$ cat config.mk
export PLATFORM = sky130hd
export DESIGN_NAME = rob_top
export DESIGN_NICKNAME = d
export VERILOG_FILES = /design/src/verilog/rob_pkg.sv /design/src/verilog/rob_alloc.sv /design/src/verilog/rob_table.sv /design/src/verilog/rob_retire.sv /design/src/verilog/rob_top.sv
export SDC_FILE = /design/constraint.sdc
export NUM_CORES = 1
export LEC_CHECK = 0
export ABC_CLOCK_PERIOD_IN_PS = 5000
export BUFFER_PORTS_ARGS = -buffer_cell sky130_fd_sc_hd__buf_2
export CAP_MARGIN = 25
export CORE_MARGIN = 1.5
export CORE_UTILIZATION = 30
export DETAILED_ROUTE_END_ITERATION = 6
export GPL_ROUTABILITY_DRIVEN = 0
export GPL_TIMING_DRIVEN = 0
export PLACE_DENSITY = 0.55
export SLEW_MARGIN = 40
export SYNTH_ARGS = -nofsm -noshare
export SYNTH_HDL_FRONTEND = slang
export SYNTH_SLANG_ARGS = --single-unit
$ cat constraint.sdc
create_clock -name clk -period 5 [get_ports clk]
set_input_delay 1 -clock clk [delete_from_list [all_inputs] [get_ports clk]]
set_output_delay 1 -clock clk [all_outputs]
set_load 0.02 [all_outputs]
$ cat src/verilog/rob_pkg.sv
package rob_pkg;

    // buffer geometry
    localparam int ROB_DEPTH = 16;
    localparam int ROB_ADDR_W = 4;
    // one extra bit tells full from empty
    localparam int ROB_PTR_W = ROB_ADDR_W + 1;

    // lanes and ports
    localparam int DISPATCH_WIDTH = 2;
    localparam int RETIRE_WIDTH = 2;
    localparam int COMPLETE_PORTS = 2;

    // payload widths
    localparam int REG_ADDR_W = 5;
    localparam int DATA_W = 32;
    localparam int EXC_CODE_W = 4;

    // slot index into the table
    typedef logic [ROB_ADDR_W-1:0] rob_addr_t;

    // head or tail pointer, msb is the wrap bit
    typedef logic [ROB_PTR_W-1:0] rob_ptr_t;

    // architectural destination register
    typedef logic [REG_ADDR_W-1:0] reg_addr_t;

    // result value from an execute unit
    typedef logic [DATA_W-1:0] data_t;

    // exception cause reported on completion
    typedef logic [EXC_CODE_W-1:0] exc_code_t;

endpackage

$ cat src/verilog/rob_alloc.sv
`timescale 1ns/10ps

module rob_alloc (
    input  logic                                                clk,
    input  logic                                                reset,
    input  logic               [rob_pkg::DISPATCH_WIDTH-1:0]    dispatch_valid,
    input  rob_pkg::reg_addr_t [rob_pkg::DISPATCH_WIDTH-1:0]    dispatch_dest,
    input  rob_pkg::rob_ptr_t                                   head_ptr,
    input  logic                                                flush,
    output rob_pkg::rob_addr_t [rob_pkg::DISPATCH_WIDTH-1:0]    dispatch_addr,
    output logic                                                dispatch_stall,
    output logic               [rob_pkg::DISPATCH_WIDTH-1:0]    alloc_we,
    output rob_pkg::rob_addr_t [rob_pkg::DISPATCH_WIDTH-1:0]    alloc_addr,
    output rob_pkg::reg_addr_t [rob_pkg::DISPATCH_WIDTH-1:0]    alloc_dest
);

    rob_pkg::rob_ptr_t tail_ptr;
    rob_pkg::rob_ptr_t used_slots;
    rob_pkg::rob_ptr_t free_slots;
    rob_pkg::rob_ptr_t alloc_count;

    // wrap bit keeps the difference exact, 0 up to ROB_DEPTH
    assign used_slots = tail_ptr - head_ptr;
    assign free_slots = rob_pkg::rob_ptr_t'(rob_pkg::ROB_DEPTH) - used_slots;

    assign dispatch_stall = free_slots < rob_pkg::DISPATCH_WIDTH;

    // consecutive slots from the tail, idle lanes skip
    always_comb begin : lane_slots
        rob_pkg::rob_addr_t slot;
        slot = tail_ptr[rob_pkg::ROB_ADDR_W-1:0];
        for (int i = 0; i < rob_pkg::DISPATCH_WIDTH; i++) begin
            dispatch_addr[i] = slot;
            if (dispatch_valid[i]) begin
                slot = slot + 1'b1;
            end
        end
    end

    // drop strobes while stalled or flushing
    always_comb begin
        alloc_count = '0;
        for (int i = 0; i < rob_pkg::DISPATCH_WIDTH; i++) begin
            alloc_we[i] = dispatch_valid[i] & ~dispatch_stall & ~flush;
            alloc_count = alloc_count + rob_pkg::rob_ptr_t'(alloc_we[i]);
        end
    end

    assign alloc_addr = dispatch_addr;
    assign alloc_dest = dispatch_dest;

    always_ff @(posedge clk) begin
        if (reset) begin
            tail_ptr <= '0;
        end else if (flush) begin
            tail_ptr <= '0;
        end else begin
            tail_ptr <= tail_ptr + alloc_count;
        end
    end

endmodule

$ cat src/verilog/rob_table.sv
`timescale 1ns/10ps

module rob_table (
    input  logic                                                 clk,
    input  logic                                                 reset,
    input  logic                                                 flush,
    input  logic                [rob_pkg::DISPATCH_WIDTH-1:0]    alloc_we,
    input  rob_pkg::rob_addr_t  [rob_pkg::DISPATCH_WIDTH-1:0]    alloc_addr,
    input  rob_pkg::reg_addr_t  [rob_pkg::DISPATCH_WIDTH-1:0]    alloc_dest,
    input  logic                [rob_pkg::COMPLETE_PORTS-1:0]    complete_valid,
    input  rob_pkg::rob_addr_t  [rob_pkg::COMPLETE_PORTS-1:0]    complete_addr,
    input  rob_pkg::data_t      [rob_pkg::COMPLETE_PORTS-1:0]    complete_data,
    input  logic                [rob_pkg::COMPLETE_PORTS-1:0]    complete_exc,
    input  rob_pkg::exc_code_t  [rob_pkg::COMPLETE_PORTS-1:0]    complete_exc_code,
    input  rob_pkg::rob_addr_t                                   head_addr,
    input  logic                [rob_pkg::RETIRE_WIDTH-1:0]      retire_valid,
    output logic                [rob_pkg::RETIRE_WIDTH-1:0]      head_valid,
    output logic                [rob_pkg::RETIRE_WIDTH-1:0]      head_complete,
    output logic                [rob_pkg::RETIRE_WIDTH-1:0]      head_exc,
    output rob_pkg::exc_code_t  [rob_pkg::RETIRE_WIDTH-1:0]      head_exc_code,
    output rob_pkg::reg_addr_t  [rob_pkg::RETIRE_WIDTH-1:0]      head_dest,
    output rob_pkg::data_t      [rob_pkg::RETIRE_WIDTH-1:0]      head_data
);

    // per-slot status
    logic [rob_pkg::ROB_DEPTH-1:0] entry_valid;
    logic [rob_pkg::ROB_DEPTH-1:0] entry_complete;
    logic [rob_pkg::ROB_DEPTH-1:0] entry_exc;

    // per-slot payload
    rob_pkg::exc_code_t entry_code [rob_pkg::ROB_DEPTH];
    rob_pkg::reg_addr_t entry_dest [rob_pkg::ROB_DEPTH];
    rob_pkg::data_t     entry_data [rob_pkg::ROB_DEPTH];

    // head and the slots after it, wrapping
    rob_pkg::rob_addr_t [rob_pkg::RETIRE_WIDTH-1:0] rd_addr;

    always_comb begin
        for (int i = 0; i < rob_pkg::RETIRE_WIDTH; i++) begin
            rd_addr[i] = head_addr + rob_pkg::rob_addr_t'(i);
        end
    end

    // completion, then retire clear, then dispatch
    always_ff @(posedge clk) begin
        if (reset) begin
            entry_valid <= '0;
            entry_complete <= '0;
            entry_exc <= '0;
        end else if (flush) begin
            entry_valid <= '0;
        end else begin
            for (int p = 0; p < rob_pkg::COMPLETE_PORTS; p++) begin
                if (complete_valid[p]) begin
                    entry_complete[complete_addr[p]] <= 1'b1;
                    entry_exc[complete_addr[p]] <= complete_exc[p];
                end
            end
            for (int r = 0; r < rob_pkg::RETIRE_WIDTH; r++) begin
                if (retire_valid[r]) begin
                    entry_valid[rd_addr[r]] <= 1'b0;
                end
            end
            for (int l = 0; l < rob_pkg::DISPATCH_WIDTH; l++) begin
                if (alloc_we[l]) begin
                    entry_valid[alloc_addr[l]] <= 1'b1;
                    entry_complete[alloc_addr[l]] <= 1'b0;
                    entry_exc[alloc_addr[l]] <= 1'b0;
                end
            end
        end
    end

    always_ff @(posedge clk) begin
        for (int p = 0; p < rob_pkg::COMPLETE_PORTS; p++) begin
            if (complete_valid[p] && !flush) begin
                entry_code[complete_addr[p]] <= complete_exc_code[p];
                entry_data[complete_addr[p]] <= complete_data[p];
            end
        end
        // alloc_we is already low in a flush cycle
        for (int l = 0; l < rob_pkg::DISPATCH_WIDTH; l++) begin
            if (alloc_we[l]) begin
                entry_dest[alloc_addr[l]] <= alloc_dest[l];
            end
        end
    end

    always_comb begin
        for (int i = 0; i < rob_pkg::RETIRE_WIDTH; i++) begin
            head_valid[i] = entry_valid[rd_addr[i]];
            head_complete[i] = entry_complete[rd_addr[i]];
            head_exc[i] = entry_exc[rd_addr[i]];
            head_exc_code[i] = entry_code[rd_addr[i]];
            head_dest[i] = entry_dest[rd_addr[i]];
            head_data[i] = entry_data[rd_addr[i]];
        end
    end

endmodule

$ cat src/verilog/rob_retire.sv
`timescale 1ns/10ps

module rob_retire (
    input  logic                                               clk,
    input  logic                                               reset,
    input  logic               [rob_pkg::RETIRE_WIDTH-1:0]     head_valid,
    input  logic               [rob_pkg::RETIRE_WIDTH-1:0]     head_complete,
    input  logic               [rob_pkg::RETIRE_WIDTH-1:0]     head_exc,
    input  rob_pkg::exc_code_t [rob_pkg::RETIRE_WIDTH-1:0]     head_exc_code,
    input  rob_pkg::reg_addr_t [rob_pkg::RETIRE_WIDTH-1:0]     head_dest,
    input  rob_pkg::data_t     [rob_pkg::RETIRE_WIDTH-1:0]     head_data,
    output rob_pkg::rob_addr_t                                 head_addr,
    output rob_pkg::rob_ptr_t                                  head_ptr,
    output logic               [rob_pkg::RETIRE_WIDTH-1:0]     retire_valid,
    output rob_pkg::reg_addr_t [rob_pkg::RETIRE_WIDTH-1:0]     retire_dest,
    output rob_pkg::data_t     [rob_pkg::RETIRE_WIDTH-1:0]     retire_data,
    output logic                                               flush,
    output rob_pkg::exc_code_t                                 flush_code,
    output rob_pkg::reg_addr_t                                 flush_dest
);

    rob_pkg::rob_ptr_t retire_count;
    logic [rob_pkg::RETIRE_WIDTH-1:0] ready;

    assign head_addr = head_ptr[rob_pkg::ROB_ADDR_W-1:0];

    // finished without exception
    assign ready = head_valid & head_complete & ~head_exc;

    // in-order prefix of ready entries
    always_comb begin : retire_select
        logic in_order;
        in_order = 1'b1;
        retire_count = '0;
        for (int i = 0; i < rob_pkg::RETIRE_WIDTH; i++) begin
            retire_valid[i] = in_order & ready[i];
            in_order = retire_valid[i];
            retire_count = retire_count + rob_pkg::rob_ptr_t'(retire_valid[i]);
            retire_dest[i] = head_dest[i];
            retire_data[i] = head_data[i];
        end
    end

    // first entry that does not retire decides the flush
    always_comb begin : exc_detect
        logic blocked_seen;
        blocked_seen = 1'b0;
        flush = 1'b0;
        flush_code = '0;
        flush_dest = '0;
        for (int i = 0; i < rob_pkg::RETIRE_WIDTH; i++) begin
            if (!blocked_seen && !retire_valid[i]) begin
                blocked_seen = 1'b1;
                if (head_valid[i] && head_complete[i] && head_exc[i]) begin
                    flush = 1'b1;
                    flush_code = head_exc_code[i];
                    flush_dest = head_dest[i];
                end
            end
        end
    end

    always_ff @(posedge clk) begin
        if (reset) begin
            head_ptr <= '0;
        end else if (flush) begin
            // buffer restarts empty at slot 0
            head_ptr <= '0;
        end else begin
            head_ptr <= head_ptr + retire_count;
        end
    end

endmodule

$ cat src/verilog/rob_top.sv
`timescale 1ns/10ps

module rob_top (
    input  logic                                                 clk,
    input  logic                                                 reset,
    input  logic                [rob_pkg::DISPATCH_WIDTH-1:0]    dispatch_valid,
    input  rob_pkg::reg_addr_t  [rob_pkg::DISPATCH_WIDTH-1:0]    dispatch_dest,
    output rob_pkg::rob_addr_t  [rob_pkg::DISPATCH_WIDTH-1:0]    dispatch_addr,
    output logic                                                 dispatch_stall,
    input  logic                [rob_pkg::COMPLETE_PORTS-1:0]    complete_valid,
    input  rob_pkg::rob_addr_t  [rob_pkg::COMPLETE_PORTS-1:0]    complete_addr,
    input  rob_pkg::data_t      [rob_pkg::COMPLETE_PORTS-1:0]    complete_data,
    input  logic                [rob_pkg::COMPLETE_PORTS-1:0]    complete_exc,
    input  rob_pkg::exc_code_t  [rob_pkg::COMPLETE_PORTS-1:0]    complete_exc_code,
    output logic                [rob_pkg::RETIRE_WIDTH-1:0]      retire_valid,
    output rob_pkg::reg_addr_t  [rob_pkg::RETIRE_WIDTH-1:0]      retire_dest,
    output rob_pkg::data_t      [rob_pkg::RETIRE_WIDTH-1:0]      retire_data,
    output logic                                                 flush,
    output rob_pkg::exc_code_t                                   flush_code,
    output rob_pkg::reg_addr_t                                   flush_dest
);

    // dispatch writes into the table
    logic               [rob_pkg::DISPATCH_WIDTH-1:0] alloc_we;
    rob_pkg::rob_addr_t [rob_pkg::DISPATCH_WIDTH-1:0] alloc_addr;
    rob_pkg::reg_addr_t [rob_pkg::DISPATCH_WIDTH-1:0] alloc_dest;

    // head read path
    rob_pkg::rob_addr_t                               head_addr;
    rob_pkg::rob_ptr_t                                head_ptr;
    logic               [rob_pkg::RETIRE_WIDTH-1:0]   head_valid;
    logic               [rob_pkg::RETIRE_WIDTH-1:0]   head_complete;
    logic               [rob_pkg::RETIRE_WIDTH-1:0]   head_exc;
    rob_pkg::exc_code_t [rob_pkg::RETIRE_WIDTH-1:0]   head_exc_code;
    rob_pkg::reg_addr_t [rob_pkg::RETIRE_WIDTH-1:0]   head_dest;
    rob_pkg::data_t     [rob_pkg::RETIRE_WIDTH-1:0]   head_data;

    rob_alloc i_rob_alloc (
        .clk            (clk),
        .reset          (reset),
        .dispatch_valid (dispatch_valid),
        .dispatch_dest  (dispatch_dest),
        .head_ptr       (head_ptr),
        .flush          (flush),
        .dispatch_addr  (dispatch_addr),
        .dispatch_stall (dispatch_stall),
        .alloc_we       (alloc_we),
        .alloc_addr     (alloc_addr),
        .alloc_dest     (alloc_dest)
    );

    rob_table i_rob_table (
        .clk               (clk),
        .reset             (reset),
        .flush             (flush),
        .alloc_we          (alloc_we),
        .alloc_addr        (alloc_addr),
        .alloc_dest        (alloc_dest),
        .complete_valid    (complete_valid),
        .complete_addr     (complete_addr),
        .complete_data     (complete_data),
        .complete_exc      (complete_exc),
        .complete_exc_code (complete_exc_code),
        .head_addr         (head_addr),
        .retire_valid      (retire_valid),
        .head_valid        (head_valid),
        .head_complete     (head_complete),
        .head_exc          (head_exc),
        .head_exc_code     (head_exc_code),
        .head_dest         (head_dest),
        .head_data         (head_data)
    );

    rob_retire i_rob_retire (
        .clk           (clk),
        .reset         (reset),
        .head_valid    (head_valid),
        .head_complete (head_complete),
        .head_exc      (head_exc),
        .head_exc_code (head_exc_code),
        .head_dest     (head_dest),
        .head_data     (head_data),
        .head_addr     (head_addr),
        .head_ptr      (head_ptr),
        .retire_valid  (retire_valid),
        .retire_dest   (retire_dest),
        .retire_data   (retire_data),
        .flush         (flush),
        .flush_code    (flush_code),
        .flush_dest    (flush_dest)
    );

endmodule

==> results of run 1 <==
metrics by stage:
stage	power, mW	TNS (ns)	util	setup slack [ns]
5_1_grt	15.93	-0.02255	0.3546	-0.02255
2_1_floorplan	8.413	0	-	0.5839
4_1_cts	15.52	-0.6601	0.3537	-0.07640
6_report	15.48	0	0.3547	0.1088
3_3_place_gp	9.144	-985.27	0.3270	-1.873
3_5_place_dp	9.185	-60.28	0.3308	-0.8168
path summary, 6_finish.rpt:
path / from / to / slack [ns] / cells after the start
min: i_rob_table.entry_exc[4] / i_rob_table.entry_exc[4] / 0.49 / 1
max: i_rob_retire.head_ptr[1] / retire_data[1] / 0.11 / 9
max reg2reg: i_rob_retire.head_ptr[1] / i_rob_table.entry_data[11][25] / 0.13 / 12
min reg2reg: i_rob_table.entry_exc[4] / i_rob_table.entry_exc[4] / 0.49 / 1
sequential cells by signal, indices dropped and copies added (netlist names):
signal / cells
i_rob_table.entry_exc: 16
i_rob_table.entry_complete: 16
i_rob_table.entry_code: 64
i_rob_alloc.tail_ptr: 5
i_rob_retire.head_ptr: 5
i_rob_table.entry_valid: 16
i_rob_table.entry_dest: 80
i_rob_table.entry_data: 512
critical path, delay by kind of cell, from the launching register on:
family                 cells  cell delay (ns)
buffers and inverters      7             1.56
multiplexers               2             1.15
flip-flops                 1             0.43
routing by layer:
metal,track usage,share of wire,up-vias
met5,0,0.00088,-
met4,0.05608,0.026,22
met3,0.05356,0.091,269
met2,0.3328,0.46,1405
met1,0.2935,0.42,14760
li1,-,-,11360
final cells by class:
class,count,area share
sequential,714,0.4200
multi-input combinational,1611,0.4100
tap,1876,0.04725
clock buffer,96,0.04383
buffer,287,0.03672
timing repair buffer,208,0.02715
clock inverter,57,0.01219
inverter,34,0.002569
antenna,6,0.0003022
synth_stat cells, types with 3 or more instances:
master | count | area (um2)
nand3_1 | 33 | 165.2
a21o_1 | 3 | 22.52
buf_4 | 8 | 60.06
a31oi_1 | 4 | 25.02
xor2_1 | 4 | 35.03
or2_2 | 6 | 37.54
ha_1 | 19 | 237.7
and2_1 | 29 | 181.4
mux4_2 | 410 | 9234
mux2_2 | 577 | 6497
mux2_4 | 80 | 1201
xnor2_1 | 10 | 87.58
or3_1 | 16 | 100.1
buf_2 | 110 | 550.5
buf_1 | 27 | 101.4
o21a_1 | 19 | 142.6
nand2b_1 | 12 | 75.07
o221ai_1 | 3 | 26.28
nand3_2 | 9 | 90.09
clkbuf_1 | 142 | 533.0
dfxtp_1 | 58 | 1161
nor3_1 | 17 | 85.08
and3_1 | 6 | 37.54
nor2_1 | 47 | 176.4
nor2b_1 | 12 | 75.07
nand2_1 | 100 | 375.4
nor3b_1 | 3 | 22.52
mux2i_1 | 13 | 130.1
o211ai_1 | 13 | 97.59
edfxtp_1 | 656 | 19700
inv_1 | 33 | 123.9
a311o_1 | 16 | 160.2
a211oi_1 | 4 | 30.03
fa_1 | 3 | 60.06
a22oi_1 | 6 | 45.04
a22o_1 | 12 | 105.1
a21oi_1 | 73 | 365.4
o21ai_0 | 34 | 170.2
cells by family after synthesis:
kind of cell	synth area share
buffers and inverters	0.03255
xor gates and xnor gates	0.002884
AOI/OAI and AO/OA	0.03076
DFF	0.4907
and+or+nand+nor	0.03467
adders and majority gates	0.007005
muxes	0.4014
power groups by stage:
stage                     clock network, mW  registers (mW)  logic [mW]
after floorplan                           0            7.00        1.41
after global placement                    0            7.06        2.08
after detailed placement                  0            7.06        2.13
after CTS                              6.43            6.93        2.16
after global routing                   6.65            6.96        2.33
final                                  6.35            6.94        2.19
repair_timing:
| action | CTS | global route |
|---|---|---|
| endpoints found under the setup margin | 367 | 86 |
| cloned | 0 | 0 |
| resized for setup | 130 | 41 |
==> results.py, run 1 <==
metrics = {
    "worst_setup_path": {
        "crit_chain": "buf_6 > buf_2 > clkbuf_4 > buf_8 > buf_8 > buf_8 > mux4_2 > mux4_2 > buf_2",
        "end_kind": "output port",
        "cp_max_fo": 10,
        "critPathLaunchType": "flip-flop",
        "slowest_delay_ns": 0.59,
        "crit_top_cell": "buf_8",
        "arrival_ns": 3.89,
        "critPathKind": "flip-flop to output port",
        "slowest_stage": "mux4_2",
        "required_ns": 4.00,
    },
    "yosys": {
        "synthArstFlopShare": 0,
        "syn_avg_cell_area_um2": 16.06,
        "ys_ff_latch": 714,
        "synthCells": 2647,
        "netlist_area_um2": 42510,
        "synth-seq-area-share": 0.4907,
        "synth_fp_nets": 2767,
        "yosys_warnings": 0,
        "ys.flop_type": "edfxtp_1",
        "synth_edf_count": 656,
        "synth_cell_types": 54,
    },
    "finish": {
        "layout-drive-gt1-share": 0.5407,
        "multi_input_area_um2": 20370,
        "fin_nets": 3060,
        "layout_common_cells": "edfxtp_1 (656), mux2_2 (577), mux4_2 (410)",
        "final_cells": 4889,
        "fillers": 13440,
        "layout_commonest_cell": "edfxtp_1",
        "area_growth_pct": 16.86,
        "final_cell_area_um2": 49680,
        "regArea_um2": 20870,
    },
    "timing": {
        "fmax_ghz": 0.2044,
        "slew_headroom": 0.3829,
        "min_period_over_period": 0.9782,
        "setup_viol": 0,
        "rsz0062_at_grt": "true",
        "min_period_ns": 4.891,
        "holdWs_ns": 0.4886,
        "maxSlewViolCount": 0,
        "finClkSkew_ns": 0.03797,
        "tightest_slew_ns": 0.9231,
        "report.final.hold_viol_count": 0,
    },
    "power": {
        "p_int_mw": 11.37,
        "p_switching_mw": 4.107,
        "p_sw_frac": 0.2653,
        "p_leak_nw": 16.37,
        "power_frac_clock": 0.410,
        "power_density_nw_per_um2": 311.6,
        "p_seq_frac": 0.448,
        "ir_drop_v": 0.0002413,
        "power_frac_comb": 0.142,
    },
    "routing": {
        "dr.pass1.iters": 6,
        "drc": 0,
        "vias_per_cell": 5.689,
        "drt_iter0_markers": 3162,
        "vias": 27810,
        "wl_um": 154000,
        "antenna_left": 0,
        "wl_per_cell_um": 31.50,
    },
    "global_routing": {
        "grt_first_pass_wirelength_um": 215000,
        "antenna_found_initial": 38,
        "groute.usage.overall": 0.2130,
        "grt_pass1_vias": 27880,
        "grt_overflow": 0,
        "grt_max_degree": 24,
    },
    "clock_tree": {
        "numCtsBuffers": 84,
        "cts_buffer_depth": 3,
        "cts.sinks": 714,
        "holdBufCountCts": 0,
        "root_buffer": "clkbuf_16",
        "clk_latency_ns": 0.70,
        "post-cts-setup-buffers": 0,
        "tritoncts": "built",
        "clk_pin_slew_ns": 0.06,
        "htreeDepth": 3,
    },
    "placement": {
        "post_dp_cell_area_um2": 46320,
        "dp_cells": 4731,
        "port_buffers": 189,
        "dp_hpwl_um": 108400,
    },
    "floorplan": {
        "rows": 137,
        "die_w_um": 379.4,
        "fp.dieArea_um2": 144000,
        "start_util": 0.3035,
        "fp.dieH_um": 379.4,
        "pin_count": 193,
        "design.core.area_um2": 140000,
    },
    "min_path": {
        "min_path_type": "flip-flop to flip-flop",
    },
    "job": {
        "maxCapViolCount": 0,
    },
    "status": {
        "status": "finished clean",
    },
}
No activity file was read; power rests on OpenSTA's default activity.
==> run 2: changes to the inputs <==
--- a/config.mk
+++ b/config.mk
@@ -5,7 +5,7 @@
 export SDC_FILE = /design/constraint.sdc
 export NUM_CORES = 1
 export LEC_CHECK = 0
-export ABC_CLOCK_PERIOD_IN_PS = 5000
+export ABC_CLOCK_PERIOD_IN_PS = 4300
 export BUFFER_PORTS_ARGS = -buffer_cell sky130_fd_sc_hd__buf_2
 export CAP_MARGIN = 25
 export CORE_MARGIN = 1.5
@@ -13,8 +13,8 @@
 export DETAILED_ROUTE_END_ITERATION = 6
 export GPL_ROUTABILITY_DRIVEN = 0
 export GPL_TIMING_DRIVEN = 0
-export PLACE_DENSITY = 0.55
-export SLEW_MARGIN = 40
+export PLACE_DENSITY = 0.56
+export SLEW_MARGIN = 20
 export SYNTH_ARGS = -nofsm -noshare
 export SYNTH_HDL_FRONTEND = slang
 export SYNTH_SLANG_ARGS = --single-unit
==> constraint.sdc (replaced) <==
create_clock -name clk -period 4.3 [get_ports clk]
set_input_delay 0.86 -clock clk [delete_from_list [all_inputs] [get_ports clk]]
set_output_delay 0.86 -clock clk [all_outputs]
set_load 0.02 [all_outputs]
==> run 2 against run 1 <==
The run now ends with setup timing left. Via count rose by 1.9%. Register-to-register slack got worse by 0.06 ns. Setup slack got worse by 0.25 ns. Routed wire length rose by 0.80%. Die area did not move. Non-clock buffer count rose by 40. Hold slack got worse by 0.00063 ns. Power rose by 16%. Flip-flop and latch count did not move. Utilization rose by 0.82 points. Critical endpoint is now retire_data[54].
==> results.py, run 2 (synthesis results as in run 1) <==
metrics = {
    "worst_setup_path": {
        "critPathKind": "flip-flop to output port",
        "cp_max_fo": 6,
        "arrival_ns": 3.58,
        "end_kind": "output port",
        "required_ns": 3.44,
        "rr_worst_depth": 14,
        "critPathLaunchType": "flip-flop",
    },
    "placement": {
        "port_buffers": 189,
        "dp_cells": 4734,
        "dp_hpwl_um": 107300,
    },
    "power": {
        "power_frac_clock": 0.403,
        "power_density_nw_per_um2": 353.6,
        "p_switching_mw": 4.789,
        "p_leak_nw": 16.82,
        "p_sw_frac": 0.2664,
        "power_frac_comb": 0.149,
        "p_int_mw": 13.19,
        "p_seq_frac": 0.448,
        "ir_drop_v": 0.0003175,
    },
    "floorplan": {
        "start_util": 0.3035,
        "fp.dieH_um": 379.4,
        "design.core.area_um2": 140000,
        "die_w_um": 379.4,
        "rows": 137,
        "fp.dieArea_um2": 144000,
        "pin_count": 193,
    },
    "min_path": {
        "min_path_cells": 1,
        "min_path_type": "flip-flop to flip-flop",
    },
    "finish": {
        "final_cells": 4936,
        "fin_nets": 3102,
        "layout_commonest_cell": "edfxtp_1",
        "area_growth_pct": 19.58,
        "largest_register_ffs": 512,
        "layout_common_cells": "edfxtp_1 (656), mux2_2 (577), mux4_2 (410)",
        "layout-drive-gt1-share": 0.5485,
    },
    "timing": {
        "tns_ns": -1.683,
        "slew_headroom": 0.3567,
        "final.setup.worst_slack_ns": -0.1420,
        "setup_viol": 39,
        "fmax_ghz": 0.2251,
        "report.final.hold_viol_count": 0,
        "maxSlewViolCount": 0,
        "finClkSkew_ns": 0.07058,
        "rsz0062_at_grt": "true",
        "min_period_ns": 4.442,
        "min_period_over_period": 1.033,
        "tightest_slew_ns": 0.9622,
    },
    "clock_tree": {
        "htreeDepth": 3,
        "tritoncts": "built",
        "clk_pin_slew_ns": 0.06,
        "numCtsBuffers": 85,
        "root_buffer": "clkbuf_16",
        "cts.sinks": 714,
        "holdBufCountCts": 0,
        "cts_buffer_depth": 3,
        "clk_latency_ns": 0.71,
    },
    "global_routing": {
        "grt_first_pass_wirelength_um": 214600,
        "groute.usage.overall": 0.2128,
        "antenna_found_initial": 24,
        "grt_max_degree": 30,
        "grt_pass1_vias": 28070,
        "grt_overflow": 0,
    },
    "routing": {
        "highest_layer": "met5",
        "dr.pass1.iters": 6,
        "wl_per_cell_um": 31.45,
        "vias": 28330,
        "met1_length_um": 62660,
        "antenna_left": 0,
        "wl_um": 155200,
        "dr_wl_met3_um": 16450,
        "vias_per_cell": 5.740,
        "drc": 0,
        "dr_wl_met2_um": 70690,
        "drt_iter0_markers": 3445,
    },
    "status": {
        "violations": "setup timing",
        "status": "finished with violations",
    },
    "job": {
        "maxCapViolCount": 0,
    },
}
==> run 2: path summary, 6_finish.rpt <==
path                             from                            end  slack [ns]
max          i_rob_retire.head_ptr[0]                retire_data[54]       -0.14
min          i_rob_table.entry_exc[4]       i_rob_table.entry_exc[4]        0.49
max reg2reg  i_rob_retire.head_ptr[0]  i_rob_table.entry_data[11][5]        0.07
min reg2reg  i_rob_table.entry_exc[4]       i_rob_table.entry_exc[4]        0.49
==> run 2: worst max-delay path, cell delays in order (launching register included) <==
cell        delay, ns
dfxtp_4          0.39
buf_8            0.13
clkinvlp_4       0.12
ha_4             0.27
buf_12           0.13
buf_12           0.14
buf_12           0.15
clkbuf_16        0.14
buf_12           0.14
clkbuf_16        0.17
mux4_2           0.31
mux4_2           0.63
buf_6            0.19
==> run 2: stage by stage <==
stage	hold slack, ns	utilization	setup slack, ns	instance area, um2	power, mW
finish	0.4879	0.3630	-0.1420	50830	17.98
floorplan	0.4565	-	0.02394	42510	9.782
detailed placement	0.4757	0.3306	-1.708	46290	10.71
CTS	0.4880	0.3617	-0.1065	50650	18.00
global placement	0.4725	0.3270	-2.615	45800	10.65
global route	0.5124	0.3629	-0.1639	50820	18.44
==> run 2: power by group through the flow <==
stage               clock [mW]  sequential [mW]  combinational (mW)
finish                    7.24             8.06                2.68
global route              7.54             8.08                2.82
CTS                       7.31             8.05                2.64
detailed placement           0             8.20                2.51
global placement             0             8.20                2.45
floorplan                    0             8.14                1.64
==> run 2: cell type report <==
cell class	count	area [um2]
Multi-Input combinational cell	1612	20410
Timing Repair Buffer	252	2085
Tap cell	1876	2347
Sequential cell	714	20870
Buffer	283	2250
Fill cell	13250	89210
Clock buffer	110	2262
Inverter	34	131.4
Clock inverter	47	459.2
Antenna cell	8	20.02
==> run 2: what timing repair did <==
action                     in CTS  in global routing
setup endpoints to repair    1432                129
setup buffers                  28                  7
cloned                          8                  1
gates resized for setup       366                 34
pin swaps                       6                  9
==> run 2: metal layers <==
| layer | vias up | track usage |
|---|---|---|
| met4 | 16 | 0.06808 |
| met5 | - | 0 |
| li1 | 11470 | - |
| met3 | 331 | 0.05627 |
| met1 | 14880 | 0.2884 |
| met2 | 1636 | 0.3306 |
